<file path="config.mk">
export PLATFORM = sky130hd
export DESIGN_NAME = adxl362
export DESIGN_NICKNAME = d
export VERILOG_FILES = /design/src/hdl/adxl362_pkg.sv /design/src/hdl/adxl362.sv /design/src/hdl/adxl362_fifo.sv /design/src/hdl/adxl362_regs.sv /design/src/hdl/adxl362_spi.sv /design/src/hdl/adxl362_spi_shifter.sv
export SDC_FILE = /design/constraint.sdc
export NUM_CORES = 1
export LEC_CHECK = 0
export CELL_PAD_IN_SITES_DETAIL_PLACEMENT = 2
export CELL_PAD_IN_SITES_GLOBAL_PLACEMENT = 2
export CORE_ASPECT_RATIO = 0.5
export CORE_MARGIN = 1
export CORE_UTILIZATION = 45
export CTS_BUF_LIST = sky130_fd_sc_hd__clkbuf_4 sky130_fd_sc_hd__clkbuf_8 sky130_fd_sc_hd__clkbuf_16
export CTS_CLUSTER_DIAMETER = 60
export CTS_CLUSTER_SIZE = 40
export DETAILED_ROUTE_END_ITERATION = 10
export DONT_BUFFER_PORTS = 1
export HOLD_SLACK_MARGIN = 0.02
export PLACE_DENSITY_LB_ADDON = 0.1
export SYNTH_ARGS = -nofsm -noshare
export SYNTH_HDL_FRONTEND = slang
export SYNTH_SLANG_ARGS = --single-unit
</file>
<file path="constraint.sdc">
create_clock -name clk_sys -period 4.39 [get_ports clk_sys]
set_clock_uncertainty 0.2 [all_clocks]
set_input_delay 0.439 -clock clk_sys [delete_from_list [all_inputs] [get_ports clk_sys]]
set_output_delay 0.439 -clock clk_sys [all_outputs]
set_load 0.01 [all_outputs]
</file>
<file path="src/hdl/adxl362_pkg.sv">
// ~~~~~~~~~~~~~~~~~~~~
// ADXL362 shared definitions
// ~~~~~~~~~~~~~~~~~~~~

`default_nettype none

package adxl362_pkg;

   localparam int ADDR_W     = 6;
   localparam int DATA_W     = 8;
   localparam int SAMPLE_W   = 16;
   localparam int FIFO_DEPTH = 16;
   localparam int COUNT_W    = 5;   // Holds 0 up to FIFO_DEPTH

   // SPI command byte
   typedef enum logic [7:0] {
      CMD_WRITE = 8'h0A,
      CMD_READ  = 8'h0B,
      CMD_FIFO  = 8'h0D
   } command_t;

   typedef enum logic [3:0] {
      ST_IDLE,        // Waiting for command byte
      ST_ADDR,
      ST_WR_DATA,
      ST_WR_STROBE,
      ST_RD_RESP,
      ST_FIFO_LO,
      ST_FIFO_HI,
      ST_FIFO_POP,
      ST_DISCARD      // Unknown command, ignore rest of transaction
   } spi_state_t;

   localparam logic [ADDR_W-1:0] REG_DEVID_AD     = 6'h00;
   localparam logic [ADDR_W-1:0] REG_DEVID_MST    = 6'h01;
   localparam logic [ADDR_W-1:0] REG_PARTID       = 6'h02;
   localparam logic [ADDR_W-1:0] REG_FIFO_ENTRIES = 6'h0C;
   localparam logic [ADDR_W-1:0] REG_SOFT_RESET   = 6'h1F;
   localparam logic [ADDR_W-1:0] REG_CTRL_BASE    = 6'h20;  // Runs up to 0x2F

   localparam logic [DATA_W-1:0] ID_AD          = 8'hAD;
   localparam logic [DATA_W-1:0] ID_MST         = 8'h1D;
   localparam logic [DATA_W-1:0] ID_PART        = 8'hF2;
   localparam logic [DATA_W-1:0] SOFT_RESET_KEY = 8'h52;

endpackage

`default_nettype wire

</file>
<file path="src/hdl/adxl362.sv">
// ~~~~~~~~~~~~~~~~~~~~
// ADXL362 top level
// ~~~~~~~~~~~~~~~~~~~~

`timescale 1ns/1ps
`default_nettype none

module adxl362 (
   input  logic        clk_sys,
   input  logic        nCS,
   input  logic        SCLK,
   input  logic        MOSI,
   output logic        MISO,
   input  logic        sample_push,
   input  logic [15:0] sample_data
);

   logic [adxl362_pkg::ADDR_W-1:0]   address;
   logic [adxl362_pkg::DATA_W-1:0]   data_write;
   logic                             write;
   logic [adxl362_pkg::DATA_W-1:0]   data_read;
   logic [adxl362_pkg::SAMPLE_W-1:0] fifo_head;
   logic                             fifo_empty;
   logic                             read_data_fifo;
   logic [adxl362_pkg::COUNT_W-1:0]  fifo_count;
   logic                             fifo_flush;

   adxl362_spi spi (
      .clk_sys        (clk_sys),
      .nCS            (nCS),
      .SCLK           (SCLK),
      .MOSI           (MOSI),
      .MISO           (MISO),
      .address        (address),
      .data_write     (data_write),
      .write          (write),
      .data_read      (data_read),
      .fifo_head      (fifo_head),
      .fifo_empty     (fifo_empty),
      .read_data_fifo (read_data_fifo)
   );

   adxl362_regs regs (
      .clk_sys    (clk_sys),
      .address    (address),
      .data_write (data_write),
      .write      (write),
      .data_read  (data_read),
      .fifo_count (fifo_count),
      .fifo_flush (fifo_flush)
   );

   // Sample stream from the converter side
   adxl362_fifo #(
      .WIDTH (adxl362_pkg::SAMPLE_W),
      .DEPTH (adxl362_pkg::FIFO_DEPTH)
   ) sample_fifo (
      .clk_sys    (clk_sys),
      .flush      (fifo_flush),
      .write      (sample_push),
      .data_write (sample_data),
      .read       (read_data_fifo),
      .data_read  (fifo_head),
      .empty      (fifo_empty),
      .full       (),
      .count      (fifo_count)
   );

endmodule

`default_nettype wire

</file>
<file path="src/hdl/adxl362_fifo.sv">
// ~~~~~~~~~~~~~~~~~~~~
// Synchronous FIFO
// ~~~~~~~~~~~~~~~~~~~~

`timescale 1ns/1ps
`default_nettype none

module adxl362_fifo #(
   parameter int WIDTH = 16,
   parameter int DEPTH = 16   // Power of two
) (
   input  logic                     clk_sys,
   input  logic                     flush,
   input  logic                     write,
   input  logic [WIDTH-1:0]         data_write,
   input  logic                     read,
   output logic [WIDTH-1:0]         data_read,
   output logic                     empty,
   output logic                     full,
   output logic [$clog2(DEPTH):0]   count
);

   localparam int AW = $clog2(DEPTH);

   logic [WIDTH-1:0] mem [DEPTH];
   logic [AW-1:0]    wr_ptr;
   logic [AW-1:0]    rd_ptr;
   logic             do_write;
   logic             do_read;

   assign empty    = (count == '0);
   assign full     = (count == (AW+1)'(DEPTH));
   assign do_write = write && !full;    // Push while full is dropped
   assign do_read  = read && !empty;

   always_ff @(posedge clk_sys) begin
      if (flush) begin
         wr_ptr <= '0;
         rd_ptr <= '0;
         count  <= '0;
      end else begin
         if (do_write) wr_ptr <= wr_ptr + 1'b1;
         if (do_read)  rd_ptr <= rd_ptr + 1'b1;
         if (do_write && !do_read) begin
            count <= count + 1'b1;
         end else if (do_read && !do_write) begin
            count <= count - 1'b1;
         end
      end
   end

   always_ff @(posedge clk_sys) begin
      if (do_write) mem[wr_ptr] <= data_write;
   end

   assign data_read = mem[rd_ptr];   // Head, no read latency

endmodule

`default_nettype wire

</file>
<file path="src/hdl/adxl362_regs.sv">
// ~~~~~~~~~~~~~~~~~~~~
// ADXL362 register file
// ~~~~~~~~~~~~~~~~~~~~

`timescale 1ns/1ps
`default_nettype none

module adxl362_regs (
   input  logic       clk_sys,
   input  logic [5:0] address,
   input  logic [7:0] data_write,
   input  logic       write,
   output logic [7:0] data_read,
   input  logic [4:0] fifo_count,
   output logic       fifo_flush
);

   logic [7:0] ctrl [16];
   logic       in_ctrl;

   // 0x20 to 0x2F
   assign in_ctrl = (address[5:4] == adxl362_pkg::REG_CTRL_BASE[5:4]);

   assign fifo_flush = write &&
                       (address == adxl362_pkg::REG_SOFT_RESET) &&
                       (data_write == adxl362_pkg::SOFT_RESET_KEY);

   always_ff @(posedge clk_sys) begin
      if (fifo_flush) begin
         ctrl <= '{default: 8'h00};
      end else if (write && in_ctrl) begin
         ctrl[address[3:0]] <= data_write;
      end
   end

   always_comb begin
      case (address)
         adxl362_pkg::REG_DEVID_AD:  data_read = adxl362_pkg::ID_AD;
         adxl362_pkg::REG_DEVID_MST: data_read = adxl362_pkg::ID_MST;
         adxl362_pkg::REG_PARTID:    data_read = adxl362_pkg::ID_PART;
         adxl362_pkg::REG_FIFO_ENTRIES: begin
            data_read = {{(adxl362_pkg::DATA_W - adxl362_pkg::COUNT_W){1'b0}},
                         fifo_count};
         end
         default: begin
            data_read = in_ctrl ? ctrl[address[3:0]] : 8'h00;   // Unmapped reads zero
         end
      endcase
   end

endmodule

`default_nettype wire

</file>
<file path="src/hdl/adxl362_spi.sv">
// ~~~~~~~~~~~~~~~~~~~~
// SPI command sequencer
// ~~~~~~~~~~~~~~~~~~~~

`timescale 1ns/1ps
`default_nettype none

module adxl362_spi (
   input  logic        clk_sys,
   input  logic        nCS,
   input  logic        SCLK,
   input  logic        MOSI,
   output logic        MISO,
   output logic [5:0]  address,
   output logic [7:0]  data_write,
   output logic        write,
   input  logic [7:0]  data_read,
   input  logic [15:0] fifo_head,
   input  logic        fifo_empty,
   output logic        read_data_fifo
);

   logic [7:0]              rx_byte;
   logic                    byte_done;
   logic [7:0]              tx_byte;
   logic                    tx_load;
   adxl362_pkg::spi_state_t state;
   adxl362_pkg::command_t   command;
   logic                    fifo_valid;   // Head present when low byte went out

   adxl362_spi_shifter shifter (
      .clk_sys   (clk_sys),
      .nCS       (nCS),
      .SCLK      (SCLK),
      .MOSI      (MOSI),
      .MISO      (MISO),
      .rx_byte   (rx_byte),
      .byte_done (byte_done),
      .tx_byte   (tx_byte),
      .tx_load   (tx_load)
   );

   // Byte offered to the shifter in each response state
   always_comb begin
      case (state)
         adxl362_pkg::ST_RD_RESP: tx_byte = data_read;
         adxl362_pkg::ST_FIFO_LO: tx_byte = fifo_empty ? 8'h00 : fifo_head[7:0];
         adxl362_pkg::ST_FIFO_HI: tx_byte = fifo_valid ? fifo_head[15:8] : 8'h00;
         default:                 tx_byte = 8'h00;
      endcase
   end

   assign write          = (state == adxl362_pkg::ST_WR_STROBE);
   assign read_data_fifo = (state == adxl362_pkg::ST_FIFO_POP);

   always_ff @(posedge clk_sys or posedge nCS) begin
      if (nCS) begin
         state      <= adxl362_pkg::ST_IDLE;
         tx_load    <= 1'b0;
         address    <= 6'd0;
         fifo_valid <= 1'b0;
      end else begin
         tx_load <= 1'b0;
         case (state)
            adxl362_pkg::ST_IDLE: begin
               if (byte_done) begin
                  case (rx_byte)
                     adxl362_pkg::CMD_WRITE,
                     adxl362_pkg::CMD_READ: begin
                        state <= adxl362_pkg::ST_ADDR;
                     end
                     adxl362_pkg::CMD_FIFO: begin
                        state   <= adxl362_pkg::ST_FIFO_LO;
                        tx_load <= 1'b1;
                     end
                     default: begin
                        state <= adxl362_pkg::ST_DISCARD;
                     end
                  endcase
               end
            end
            adxl362_pkg::ST_ADDR: begin
               if (byte_done) begin
                  address <= rx_byte[5:0];
                  if (command == adxl362_pkg::CMD_WRITE) begin
                     state <= adxl362_pkg::ST_WR_DATA;
                  end else begin
                     state   <= adxl362_pkg::ST_RD_RESP;
                     tx_load <= 1'b1;
                  end
               end
            end
            adxl362_pkg::ST_WR_DATA: begin
               if (byte_done) state <= adxl362_pkg::ST_WR_STROBE;
            end
            adxl362_pkg::ST_WR_STROBE: begin
               address <= address + 6'd1;   // Wraps at 63
               state   <= adxl362_pkg::ST_WR_DATA;
            end
            adxl362_pkg::ST_RD_RESP: begin
               if (byte_done) begin
                  address <= address + 6'd1;
                  tx_load <= 1'b1;
               end
            end
            adxl362_pkg::ST_FIFO_LO: begin
               if (tx_load) fifo_valid <= ~fifo_empty;
               if (byte_done) begin
                  state   <= adxl362_pkg::ST_FIFO_HI;
                  tx_load <= 1'b1;
               end
            end
            adxl362_pkg::ST_FIFO_HI: begin
               if (byte_done) begin
                  if (fifo_valid) begin
                     state <= adxl362_pkg::ST_FIFO_POP;
                  end else begin
                     state   <= adxl362_pkg::ST_FIFO_LO;   // Empty, nothing to pop
                     tx_load <= 1'b1;
                  end
               end
            end
            adxl362_pkg::ST_FIFO_POP: begin
               state   <= adxl362_pkg::ST_FIFO_LO;
               tx_load <= 1'b1;
            end
            default: begin
               state <= adxl362_pkg::ST_DISCARD;   // Hold until nCS rises
            end
         endcase
      end
   end

   // Command and write data
   always_ff @(posedge clk_sys) begin
      if ((state == adxl362_pkg::ST_IDLE) && byte_done) begin
         command <= adxl362_pkg::command_t'(rx_byte);
      end
      if ((state == adxl362_pkg::ST_WR_DATA) && byte_done) begin
         data_write <= rx_byte;
      end
   end

endmodule

`default_nettype wire

</file>
<file path="src/hdl/adxl362_spi_shifter.sv">
// ~~~~~~~~~~~~~~~~~~~~
// SPI mode 0 shifter
// ~~~~~~~~~~~~~~~~~~~~

`timescale 1ns/1ps
`default_nettype none

module adxl362_spi_shifter (
   input  logic       clk_sys,
   input  logic       nCS,
   input  logic       SCLK,
   input  logic       MOSI,
   output logic       MISO,
   output logic [7:0] rx_byte,
   output logic       byte_done,
   input  logic [7:0] tx_byte,
   input  logic       tx_load
);

   logic [1:0] sclk_sync;
   logic [1:0] mosi_sync;
   logic       sclk_prev;
   logic       sclk_rise;
   logic       sclk_fall;
   logic [2:0] bit_cnt;
   logic [7:0] rx_shift;
   logic [7:0] tx_shift;

   // Two flop synchronizers, SCLK idles low in mode 0
   always_ff @(posedge clk_sys or posedge nCS) begin
      if (nCS) begin
         sclk_sync <= 2'b00;
         mosi_sync <= 2'b00;
         sclk_prev <= 1'b0;
      end else begin
         sclk_sync <= {sclk_sync[0], SCLK};
         mosi_sync <= {mosi_sync[0], MOSI};
         sclk_prev <= sclk_sync[1];
      end
   end

   assign sclk_rise = sclk_sync[1] & ~sclk_prev;
   assign sclk_fall = ~sclk_sync[1] & sclk_prev;

   always_ff @(posedge clk_sys or posedge nCS) begin
      if (nCS) begin
         bit_cnt   <= 3'd0;
         rx_shift  <= 8'h00;
         tx_shift  <= 8'h00;
         byte_done <= 1'b0;
      end else begin
         byte_done <= sclk_rise && (bit_cnt == 3'd7);
         if (sclk_rise) begin
            rx_shift <= {rx_shift[6:0], mosi_sync[1]};
            bit_cnt  <= bit_cnt + 3'd1;
         end
         if (tx_load) begin
            tx_shift <= tx_byte;
         end else if (sclk_fall && (bit_cnt != 3'd0)) begin
            // Fall after the last bit of a byte keeps the next MSB in place
            tx_shift <= {tx_shift[6:0], 1'b0};
         end
      end
   end

   assign rx_byte = rx_shift;
   assign MISO    = tx_shift[7];

endmodule

`default_nettype wire

</file>
==> flow_summary.html, run 1 <==
<table>
<tr><th>Metric</th><th>Value</th></tr>
<tr><th colspan="2">Global route</th></tr>
<tr><td>Number of global-route vias before repair</td><td>13,400</td></tr>
<tr><td>M1 GR Usage</td><td>39.0%</td></tr>
<tr><td>Met3 Usage GRT</td><td>4.38%</td></tr>
<tr><td>Layer with the highest usage</td><td>met2</td></tr>
<tr><td>First-pass GRT wire length</td><td>90,000 um</td></tr>
<tr><td>Total gr overflow</td><td>0</td></tr>
<tr><td>Combined global-route utilization of all metal layers</td><td>28.5%</td></tr>
<tr><td>Met2 capacity usage during global routing</td><td>48.1%</td></tr>
<tr><td>Initial antenna violation count</td><td>3</td></tr>
<tr><td>Largest net degree at the start of global routing</td><td>143</td></tr>
<tr><th colspan="2">Synthesis</th></tr>
<tr><td>Flip-flop and latch count after synthesis</td><td>454</td></tr>
<tr><td>Post-Syn Area</td><td>0.0190 mm^2</td></tr>
<tr><td>Cells taking the most area after synthesis</td><td>edfxtp_1 (43%), dfxtp_1 (15%), mux4_2 (11%), dfrtp_1 (4.9%), a21oi_1 (4.1%)</td></tr>
<tr><td>Top-count cell post-synth</td><td>edfxtp_1</td></tr>
<tr><td>Synth Net Count</td><td>1,475</td></tr>
<tr><td>Syn Inst Count</td><td>1,437</td></tr>
<tr><td>Number of warnings reported in the yosys synthesis log</td><td>0</td></tr>
<tr><td>Synthesized area per cell</td><td>13.2 um^2</td></tr>
<tr><td>Async set-reset flop share out of synthesis</td><td>8.15%</td></tr>
<tr><td>Number of enable flip-flop cells after synthesis</td><td>272</td></tr>
<tr><td>Post-synthesis sequential area ratio</td><td>63.1%</td></tr>
<tr><td>Cell taking the most area after synthesis</td><td>edfxtp_1</td></tr>
<tr><td>Top cells by instance count after synthesis</td><td>edfxtp_1 (272), nand2_1 (176), a21oi_1 (154), dfxtp_1 (145), nand3_1 (143)</td></tr>
<tr><td>Proportion of netlist area held by the largest area contributor</td><td>42.9%</td></tr>
<tr><td>Ys flop type</td><td>edfxtp_1</td></tr>
<tr><td>Distinct cell type count after synthesis</td><td>61</td></tr>
<tr><th colspan="2">Placement</th></tr>
<tr><td>Worst setup slack after placement</td><td>0.772 ns</td></tr>
<tr><td>Placed wire-length estimate</td><td>36,100 um</td></tr>
<tr><td>Number of buffers inserted by port buffering</td><td>0</td></tr>
<tr><td>Routability-driven placement congestion ratio</td><td>0.827</td></tr>
<tr><th colspan="2">Worst setup path</th></tr>
<tr><td>Length in cells of the worst reg-to-reg path</td><td>11</td></tr>
<tr><td>Critical path start-end classification</td><td>flip-flop to flip-flop</td></tr>
<tr><td>Type of destination of the critical path</td><td>flip-flop</td></tr>
<tr><td>Kind of start point of the critical path</td><td>flip-flop</td></tr>
<tr><td>Critical-path maximum fanout</td><td>18</td></tr>
<tr><td>Cell chain of the critical path</td><td>nand2_1, a211oi_1, inv_1, ha_1, inv_1, ha_1, a21o_1, a21oi_1, xnor2_1, or3_1, a21oi_1</td></tr>
<tr><td>Cell type of the slowest stage on the worst timing path</td><td>dfrtp_1</td></tr>
<tr><td>Crit path arrival time</td><td>4.13 ns</td></tr>
<tr><td>Cell class contributing the biggest share of worst-path delay</td><td>compound AO/OA/AOI/OAI gates</td></tr>
<tr><td>CP peak stage delay</td><td>0.74 ns</td></tr>
<tr><td>Critical path depth in cells</td><td>11</td></tr>
<tr><td>Buffers plus inverters on the worst setup path</td><td>2</td></tr>
<tr><td>Data required time at the worst endpoint</td><td>4.72 ns</td></tr>
<tr><th colspan="2">Routing</th></tr>
<tr><td>DRC violation count after routing</td><td>0</td></tr>
<tr><td>First-pass iteration count of the detailed router</td><td>5</td></tr>
<tr><td>Vias per Instance</td><td>6.20</td></tr>
<tr><td>Wirelength, routed</td><td>60,000 um</td></tr>
<tr><td>Routed WL per cell</td><td>30.0 um</td></tr>
<tr><td>Total number of vias</td><td>12,400</td></tr>
<tr><td>Antenna violation net count after detailed routing</td><td>0</td></tr>
<tr><td>Number of DRC markers in iteration 0</td><td>1,002</td></tr>
<tr><th colspan="2">Floorplan</th></tr>
<tr><td>Die width</td><td>293 um</td></tr>
<tr><td>Total core area</td><td>0.0411 mm^2</td></tr>
<tr><td>Area enclosed by the die boundary</td><td>0.0431 mm^2</td></tr>
<tr><td>Overall die height</td><td>147 um</td></tr>
<tr><td>Number of primary I/O pins</td><td>22</td></tr>
<tr><td>Count of standard-cell rows</td><td>52</td></tr>
<tr><td>Effective utilization at floorplan</td><td>46.3%</td></tr>
<tr><th colspan="2">Power and ir drop</th></tr>
<tr><td>Net switching share of the total power</td><td>30.9%</td></tr>
<tr><td>Internal power contribution</td><td>6.61 mW</td></tr>
<tr><td>Total power consumption of the routed design</td><td>9.56 mW</td></tr>
<tr><td>Clock power share</td><td>31.7%</td></tr>
<tr><td>Part of the power in combinational logic</td><td>13.5%</td></tr>
<tr><td>Sequential share of power</td><td>54.8%</td></tr>
<tr><td>Static power due to leakage</td><td>6.73 nW</td></tr>
<tr><td>Power per unit of standard cell area</td><td>457 mW/mm^2</td></tr>
<tr><td>Worst IR drop on VDD</td><td>469 uV</td></tr>
<tr><td>Net Switching</td><td>2.96 mW</td></tr>
<tr><th colspan="2">Timing</th></tr>
<tr><td>Sum of negative setup slack</td><td>0 ns</td></tr>
<tr><td>RSZ-0062 raised after global routing</td><td>false</td></tr>
<tr><td>Actual slew at the worst max-slew pin</td><td>1.09 ns</td></tr>
<tr><td>Number of endpoints with negative hold slack in the final report</td><td>0</td></tr>
<tr><td>Final Setup Violations</td><td>0</td></tr>
<tr><td>Max-slew violation total from the final report</td><td>0</td></tr>
<tr><td>Min setup slack post-route</td><td>0.595 ns</td></tr>
<tr><td>Post-layout min period</td><td>3.80 ns</td></tr>
<tr><td>Final period utilization</td><td>86.4%</td></tr>
<tr><td>Maximum clock frequency</td><td>264 MHz</td></tr>
<tr><td>Worst slew margin relative to its limit</td><td>27.6%</td></tr>
<tr><th colspan="2">Outcome</th></tr>
<tr><td>Status</td><td>finished, final reports clean</td></tr>
<tr><th colspan="2">Cells and area</th></tr>
<tr><td>Number of filler cells placed in the layout</td><td>3,776</td></tr>
<tr><td>Count of inserted antenna diode cells</td><td>0</td></tr>
<tr><td>Share of post-route cells with drive strength above 1</td><td>16.2%</td></tr>
<tr><td>Number of nets in the layout</td><td>1,456</td></tr>
<tr><td>Final standard cell utilization of the core</td><td>50.9%</td></tr>
<tr><td>Layout overhead on the synthesized area</td><td>9.89%</td></tr>
<tr><th colspan="2">Clock tree</th></tr>
<tr><td>Total clock sinks</td><td>454</td></tr>
<tr><td>Clock transition at the register clock pins on the worst setup and hold paths after CTS</td><td>0.16 ns</td></tr>
<tr><td>Total CTS buffers</td><td>24</td></tr>
<tr><td>Setup fix buffers added after clock tree synthesis</td><td>0</td></tr>
<tr><td>Clk_lat worst skew</td><td>0.64 ns</td></tr>
<tr><td>Depth of the CTS H-tree</td><td>1</td></tr>
<tr><td>Clock tree from TritonCTS</td><td>yes</td></tr>
<tr><td>Longest Clk Path Bufs</td><td>3</td></tr>
<tr><td>Clock tree root driver cell</td><td>clkbuf_16</td></tr>
<tr><th colspan="2">Hold path</th></tr>
<tr><td>Worst hold path cell count</td><td>1</td></tr>
<tr><td>Worst Hold Class</td><td>input pin to flip-flop</td></tr>
<tr><th colspan="2">Flow run</th></tr>
<tr><td>Number of max-cap violations</td><td>0</td></tr>
</table>
cell usage in the layout (no fill, tap or decap), drive strengths merged, types with 3 or more instances in the layout:
master	n
dlygate4sd3	21
a22oi	8
nand2b	6
ha	16
nand2	176
buf	43
and2	5
o31ai	3
clkbuf	25
xor2	5
mux2i	44
nor4	7
o221ai	4
o22ai	7
a221oi	9
inv	31
nand4	6
mux4	94
o21ai	12
nand3b	3
a21oi	154
xnor2	6
nor2	46
and3	5
nand3	143
mux2	16
dfxtp	145
o211ai	5
a21o	8
nor3b	3
a211oi	3
nor2b	14
edfxtp	272
clkinv	11
dfrtp	37
nor3	13
power groups by stage:
stage               Clock, mW  Sequential [mW]  Combinational, mW
floorplan                   0             5.13              0.831
global route             3.21             5.28               1.38
global placement            0             5.24               1.11
CTS                      3.08             5.24               1.29
detailed placement          0             5.32               1.20
finish                   3.03             5.24               1.29
cells by family after synthesis:
| kind of cell | after synthesis | share of synthesized area, % |
|---|---|---|
| muxes | 154 | 14.4 |
| AOI/OAI and AO/OA | 233 | 7.20 |
| buffers and inverters | 133 | 3.05 |
| DFF | 454 | 63.1 |
| and+or+nand+nor | 435 | 10.6 |
| adders and majority gates | 17 | 1.16 |
| xor gates and xnor gates | 11 | 0.506 |
final cells by class:
| cell class | count | area, um^2 | area share [%] |
|---|---|---|---|
| Sequential cell | 454 | 12000 | 57.4 |
| Multi-Input combinational cell | 850 | 6540 | 31.3 |
| Tap cell | 567 | 709 | 3.39 |
| Clock buffer | 25 | 608 | 2.91 |
| Timing Repair Buffer | 64 | 558 | 2.67 |
| Clock inverter | 19 | 389 | 1.86 |
| Inverter | 24 | 90.1 | 0.431 |
sequential cells by signal, indices dropped and copies added, names as in the netlist, named ones only:
signal	flops
sample_fifo.mem	256
regs.ctrl	128
spi.command	8
spi.data_write	8
spi.shifter.rx_byte	8
spi.shifter.tx_shift	8
spi.address	6
sample_fifo.count	5
sample_fifo.rd_ptr	4
sample_fifo.wr_ptr	4
spi.state	4
spi.shifter.bit_cnt	3
spi.shifter.mosi_sync	2
spi.shifter.sclk_sync	2
spi.fifo_valid	1
spi.shifter.byte_done	1
spi.shifter.sclk_prev	1
spi.tx_load	1
routing by layer:
metal / part of all wire [%] / vias to the layer above
met5: 0.027 / -
met4: 2.3 / 2
met3: 5.2 / 89
met2: 49 / 371
met1: 43 / 6620
li1: - / 5333
path summary, 6_finish.rpt:
| path | end | slack (ns) | start |
|---|---|---|---|
| worst max-delay path | sample_fifo.count[4] | 0.59 | spi.state[1] |
| worst min-delay path | spi.shifter.sclk_sync[0] | 0.15 | SCLK |
| worst max register to register | sample_fifo.count[4] | 0.59 | spi.state[1] |
| worst min register to register | spi.shifter.sclk_sync[1] | 0.19 | spi.shifter.sclk_sync[0] |
| max in group asynchronous | spi.shifter.mosi_sync[1] | 2.51 | nCS |
| min in group asynchronous | spi.shifter.sclk_prev | 0.56 | nCS |
worst register-to-register path, stage by stage, from the launching register on:
cell	delay [ns]
dfrtp_1	0.74
nand2_1	0.23
a211oi_1	0.73
inv_1	0.15
ha_1	0.27
inv_1	0.14
ha_1	0.30
a21o_1	0.19
a21oi_1	0.19
xnor2_1	0.11
or3_1	0.33
a21oi_1	0.15
stage by stage:
stage	hold WS [ns]	cell area, um^2	cells
after floorplan	0.131	19000	1437
after global placement	0.0911	19700	1938
after detailed placement	0.112	19700	1938
after CTS	0.138	20900	2003
after global routing	0.151	20900	2003
final	0.150	20900	2003
repair_timing:
| item | 4_1_cts | 5_1_grt |
|---|---|---|
| hold buffers | 21 | 0 |
| hold endpoints to repair | 295 | 0 |
| gates resized for setup | 0 | 0 |
(Power assumes the default switching activity.)
==> run 2, diff against run 1 <==
--- a/config.mk
+++ b/config.mk
@@ -5,16 +5,15 @@
 export SDC_FILE = /design/constraint.sdc
 export NUM_CORES = 1
 export LEC_CHECK = 0
+export BUFFER_PORTS_ARGS = -buffer_cell sky130_fd_sc_hd__buf_2
 export CELL_PAD_IN_SITES_DETAIL_PLACEMENT = 2
 export CELL_PAD_IN_SITES_GLOBAL_PLACEMENT = 2
 export CORE_ASPECT_RATIO = 0.5
 export CORE_MARGIN = 1
 export CORE_UTILIZATION = 45
 export CTS_BUF_LIST = sky130_fd_sc_hd__clkbuf_4 sky130_fd_sc_hd__clkbuf_8 sky130_fd_sc_hd__clkbuf_16
-export CTS_CLUSTER_DIAMETER = 60
 export CTS_CLUSTER_SIZE = 40
 export DETAILED_ROUTE_END_ITERATION = 10
-export DONT_BUFFER_PORTS = 1
 export HOLD_SLACK_MARGIN = 0.02
 export PLACE_DENSITY_LB_ADDON = 0.1
 export SYNTH_ARGS = -nofsm -noshare
==> constraint.sdc (replaced) <==
create_clock -name clk_sys -period 4.1 [get_ports clk_sys]
set_clock_uncertainty 0.2 [all_clocks]
set_input_delay 0.41 -clock clk_sys [delete_from_list [all_inputs] [get_ports clk_sys]]
set_output_delay 0.41 -clock clk_sys [all_outputs]
set_load 0.01 [all_outputs]
==> run 2 against run 1 <==
- worst hold slack lost 0.11 ns
- register-to-register slack worse by 0.16 ns
- design area up 2.4%
- critical path type unchanged
- non-clock buffer count up 21
- sequential power increased by 7.1%
- largest cell class unchanged
- maximum frequency rose by 3.5%
==> flow_summary.html, run 2 (synthesized netlist as in run 1, its figures left out) <==
<table>
<tr><th>Metric</th><th>Value</th></tr>
<tr><th colspan="2">Global route</th></tr>
<tr><td>Initial antenna violation count</td><td>2 (was 3)</td></tr>
<tr><td>First-pass GRT wire length</td><td>97,600 um (was 90,000 um)</td></tr>
<tr><td>Total gr overflow</td><td>0 (unchanged)</td></tr>
<tr><td>Largest net degree at the start of global routing</td><td>120 (was 143)</td></tr>
<tr><td>Combined global-route utilization of all metal layers</td><td>31.2% (was 28.5%)</td></tr>
<tr><td>Number of global-route vias before repair</td><td>13,900 (was 13,400)</td></tr>
<tr><th colspan="2">Power and ir drop</th></tr>
<tr><td>Total power consumption of the routed design</td><td>11.3 mW (was 9.56 mW)</td></tr>
<tr><td>Static power due to leakage</td><td>7.05 nW (was 6.73 nW)</td></tr>
<tr><td>Worst IR drop on VDD</td><td>299 uV (was 469 uV)</td></tr>
<tr><td>Power per unit of standard cell area</td><td>530 mW/mm^2 (was 457 mW/mm^2)</td></tr>
<tr><th colspan="2">Placement</th></tr>
<tr><td>Routability-driven placement congestion ratio</td><td>0.803 (was 0.827)</td></tr>
<tr><td>Number of buffers inserted by port buffering</td><td>21 (was 0)</td></tr>
<tr><td>Placed wire-length estimate</td><td>36,500 um (was 36,100 um)</td></tr>
<tr><th colspan="2">Floorplan</th></tr>
<tr><td>Die width</td><td>293 um (unchanged)</td></tr>
<tr><td>Count of standard-cell rows</td><td>52 (unchanged)</td></tr>
<tr><td>Effective utilization at floorplan</td><td>46.3% (unchanged)</td></tr>
<tr><td>Area enclosed by the die boundary</td><td>0.0431 mm^2 (unchanged)</td></tr>
<tr><td>Total core area</td><td>0.0411 mm^2 (unchanged)</td></tr>
<tr><td>Overall die height</td><td>147 um (unchanged)</td></tr>
<tr><td>Number of primary I/O pins</td><td>22 (unchanged)</td></tr>
<tr><th colspan="2">Timing</th></tr>
<tr><td>RSZ-0062 raised after global routing</td><td>false (unchanged)</td></tr>
<tr><td>Post-layout min period</td><td>3.67 ns (was 3.80 ns)</td></tr>
<tr><td>Actual slew at the worst max-slew pin</td><td>1.11 ns (was 1.09 ns)</td></tr>
<tr><td>Maximum clock frequency</td><td>273 MHz (was 264 MHz)</td></tr>
<tr><td>Max-slew violation total from the final report</td><td>0 (unchanged)</td></tr>
<tr><td>Final period utilization</td><td>89.5% (was 86.4%)</td></tr>
<tr><td>Sum of negative setup slack</td><td>0 ns (unchanged)</td></tr>
<tr><td>Final Setup Violations</td><td>0 (unchanged)</td></tr>
<tr><td>Worst slew margin relative to its limit</td><td>26.2% (was 27.6%)</td></tr>
<tr><td>Number of endpoints with negative hold slack in the final report</td><td>0 (unchanged)</td></tr>
<tr><th colspan="2">Routing</th></tr>
<tr><td>Number of DRC markers in iteration 0</td><td>1,223 (was 1,002)</td></tr>
<tr><td>First-pass iteration count of the detailed router</td><td>5 (unchanged)</td></tr>
<tr><td>Total number of vias</td><td>13,000 (was 12,400)</td></tr>
<tr><td>DRC violation count after routing</td><td>0 (unchanged)</td></tr>
<tr><td>Routed WL per cell</td><td>32.0 um (was 30.0 um)</td></tr>
<tr><td>Met3 routed wirelength</td><td>3560 um (was 3130 um)</td></tr>
<tr><td>Vias per Instance</td><td>6.31 (was 6.20)</td></tr>
<tr><td>Wirelength, routed</td><td>65,900 um (was 60,000 um)</td></tr>
<tr><td>Met2 wire length</td><td>32,800 um (was 29,400 um)</td></tr>
<tr><td>Top layer used by detailed routing</td><td>met4 (was met5)</td></tr>
<tr><td>Post-Route M1 WL</td><td>28,100 um (was 26,100 um)</td></tr>
<tr><td>Antenna violation net count after detailed routing</td><td>0 (unchanged)</td></tr>
<tr><th colspan="2">Clock tree</th></tr>
<tr><td>Clock transition at the register clock pins on the worst setup and hold paths after CTS</td><td>0.08 ns (was 0.16 ns)</td></tr>
<tr><td>Post-cts gate resize count</td><td>0 (unchanged)</td></tr>
<tr><td>Clk_lat worst skew</td><td>0.60 ns (was 0.64 ns)</td></tr>
<tr><td>Depth of the CTS H-tree</td><td>2 (was 1)</td></tr>
<tr><td>Total clock sinks</td><td>454 (unchanged)</td></tr>
<tr><td>Total CTS buffers</td><td>42 (was 24)</td></tr>
<tr><td>Clock tree root driver cell</td><td>clkbuf_16 (unchanged)</td></tr>
<tr><td>Clock tree from TritonCTS</td><td>yes (unchanged)</td></tr>
<tr><td>Longest Clk Path Bufs</td><td>3 (unchanged)</td></tr>
<tr><th colspan="2">Cells and area</th></tr>
<tr><td>Largest register FFs</td><td>256 (unchanged)</td></tr>
<tr><td>Commonest non-fill, non-tap cell in the layout</td><td>edfxtp_1 (unchanged)</td></tr>
<tr><td>Leading cell types in the layout, fill and taps excluded</td><td>edfxtp_1 (272), nand2_1 (176), a21oi_1 (154) (unchanged)</td></tr>
<tr><td>Share of post-route cells with drive strength above 1</td><td>19.2% (was 16.2%)</td></tr>
<tr><td>Number of filler cells placed in the layout</td><td>3,770 (was 3,776)</td></tr>
<tr><td>Total area of multi-input combinational cells</td><td>0.00654 mm^2 (about the same)</td></tr>
<tr><td>Final standard cell utilization of the core</td><td>52.1% (was 50.9%)</td></tr>
<tr><td>Register area</td><td>0.0120 mm^2 (unchanged)</td></tr>
<tr><td>Layout overhead on the synthesized area</td><td>12.5% (was 9.89%)</td></tr>
<tr><td>Largest register by flop count</td><td>sample_fifo.mem (unchanged)</td></tr>
<tr><td>Leading registers by flop count</td><td>sample_fifo.mem: 256 flops, regs.ctrl: 128 flops (unchanged)</td></tr>
<tr><td>Number of nets in the layout</td><td>1,495 (was 1,456)</td></tr>
<tr><th colspan="2">Worst setup path</th></tr>
<tr><td>CP peak stage delay</td><td>0.72 ns (was 0.74 ns)</td></tr>
<tr><td>Cell type of the slowest stage on the worst timing path</td><td>a211oi_1 (was dfrtp_1)</td></tr>
<tr><td>Critical path start-end classification</td><td>flip-flop to flip-flop (unchanged)</td></tr>
<tr><td>Cell chain of the critical path</td><td>nand2_1, a211oi_1, inv_1, ha_1, inv_1, ha_1, a21o_1, a21oi_1, xnor2_1, or3_1, a21oi_1 (unchanged)</td></tr>
<tr><td>Type of destination of the critical path</td><td>flip-flop (unchanged)</td></tr>
<tr><td>Data required time at the worst endpoint</td><td>4.39 ns (was 4.72 ns)</td></tr>
<tr><td>Crit path arrival time</td><td>3.96 ns (was 4.13 ns)</td></tr>
<tr><td>Kind of start point of the critical path</td><td>flip-flop (unchanged)</td></tr>
<tr><td>Critical-path maximum fanout</td><td>14 (was 18)</td></tr>
<tr><th colspan="2">Hold path</th></tr>
<tr><td>Worst Hold Class</td><td>input pin to flip-flop (unchanged)</td></tr>
<tr><th colspan="2">Outcome</th></tr>
<tr><td>Status</td><td>finished, final reports clean (unchanged)</td></tr>
<tr><th colspan="2">Flow run</th></tr>
<tr><td>Number of max-cap violations</td><td>0 (unchanged)</td></tr>
</table>
==> run 2: cell types whose count changed in the layout (fill, tap and decap cells not counted), sizes merged <==
cell	before	now
buf	43	72
bufinv	1	5
clkbuf	25	52
clkinv	11	17
clkinvlp	0	3
diode	0	1
dlygate4sd3	21	13
inv	31	25
==> run 2: worst max-delay path: cells and delay by family (launching register included) <==
family	cells	cell delay, ns
AO/OA/AOI/OAI	4	1.25
adder cells (fa/ha/maj)	2	0.57
XOR/XNOR	1	0.10
buffers and inverters	2	0.32
AND/OR/NAND/NOR	2	0.52
flip-flops	1	0.60
==> run 2: routing by layer <==
metal	GRT usage, %	up-vias
met3	5.04	99
met1	41.9	7024
li1	-	5437
met4	7.20	0
met5	0	-
met2	53.5	440
==> run 2: report_power, final <==
group | internal (mW) | switching, mW
combinational | 0.495 | 0.947
sequential | 5.26 | 0.351
clock | 2.31 | 1.97
==> run 2: cell type report <==
| type | count | share of cell area, % |
|---|---|---|
| Sequential cell | 454 | 56.1 |
| Inverter | 24 | 0.421 |
| Multi-Input combinational cell | 850 | 30.5 |
| Antenna cell | 1 | 0.0117 |
| Clock inverter | 26 | 1.39 |
| Timing Repair Buffer | 85 | 2.95 |
| Clock buffer | 52 | 5.29 |
| Tap cell | 567 | 3.31 |
==> run 2: worst paths after layout <==
check | startpoint | cells past startpoint | to | slack [ns]
setup / recovery | spi.state[0] | 11 | sample_fifo.count[4] | 0.43
hold / removal | sample_data[8] | 1 | sample_fifo.mem[7][8] | 0.04
setup reg to reg | spi.state[0] | 11 | sample_fifo.count[4] | 0.43
hold reg to reg | spi.shifter.mosi_sync[0] | 0 | spi.shifter.mosi_sync[1] | 0.16
max in group asynchronous | nCS | 4 | spi.address[0] | 2.73
min in group asynchronous | nCS | 3 | spi.shifter.bit_cnt[1] | 0.16
==> run 2: through the flow <==
step | setup slack [ns] | cells | area, um^2 | hold WS (ns)
6_report | 0.432 | 2059 | 21400 | 0.0361
5_1_grt | 0.208 | 2059 | 21400 | 0.0332
3_5_place_dp | 0.545 | 1967 | 19800 | 0.138
4_1_cts | 0.486 | 2058 | 21400 | 0.0308
2_1_floorplan | 1.13 | 1437 | 19000 | 0.131
3_3_place_gp | 0.742 | 1967 | 19800 | 0.136
==> run 2: timing repair <==
item,4_1_cts,5_1_grt
hold buffers,13,0
buffers inserted,0,0
endpoints found under the hold margin,99,0
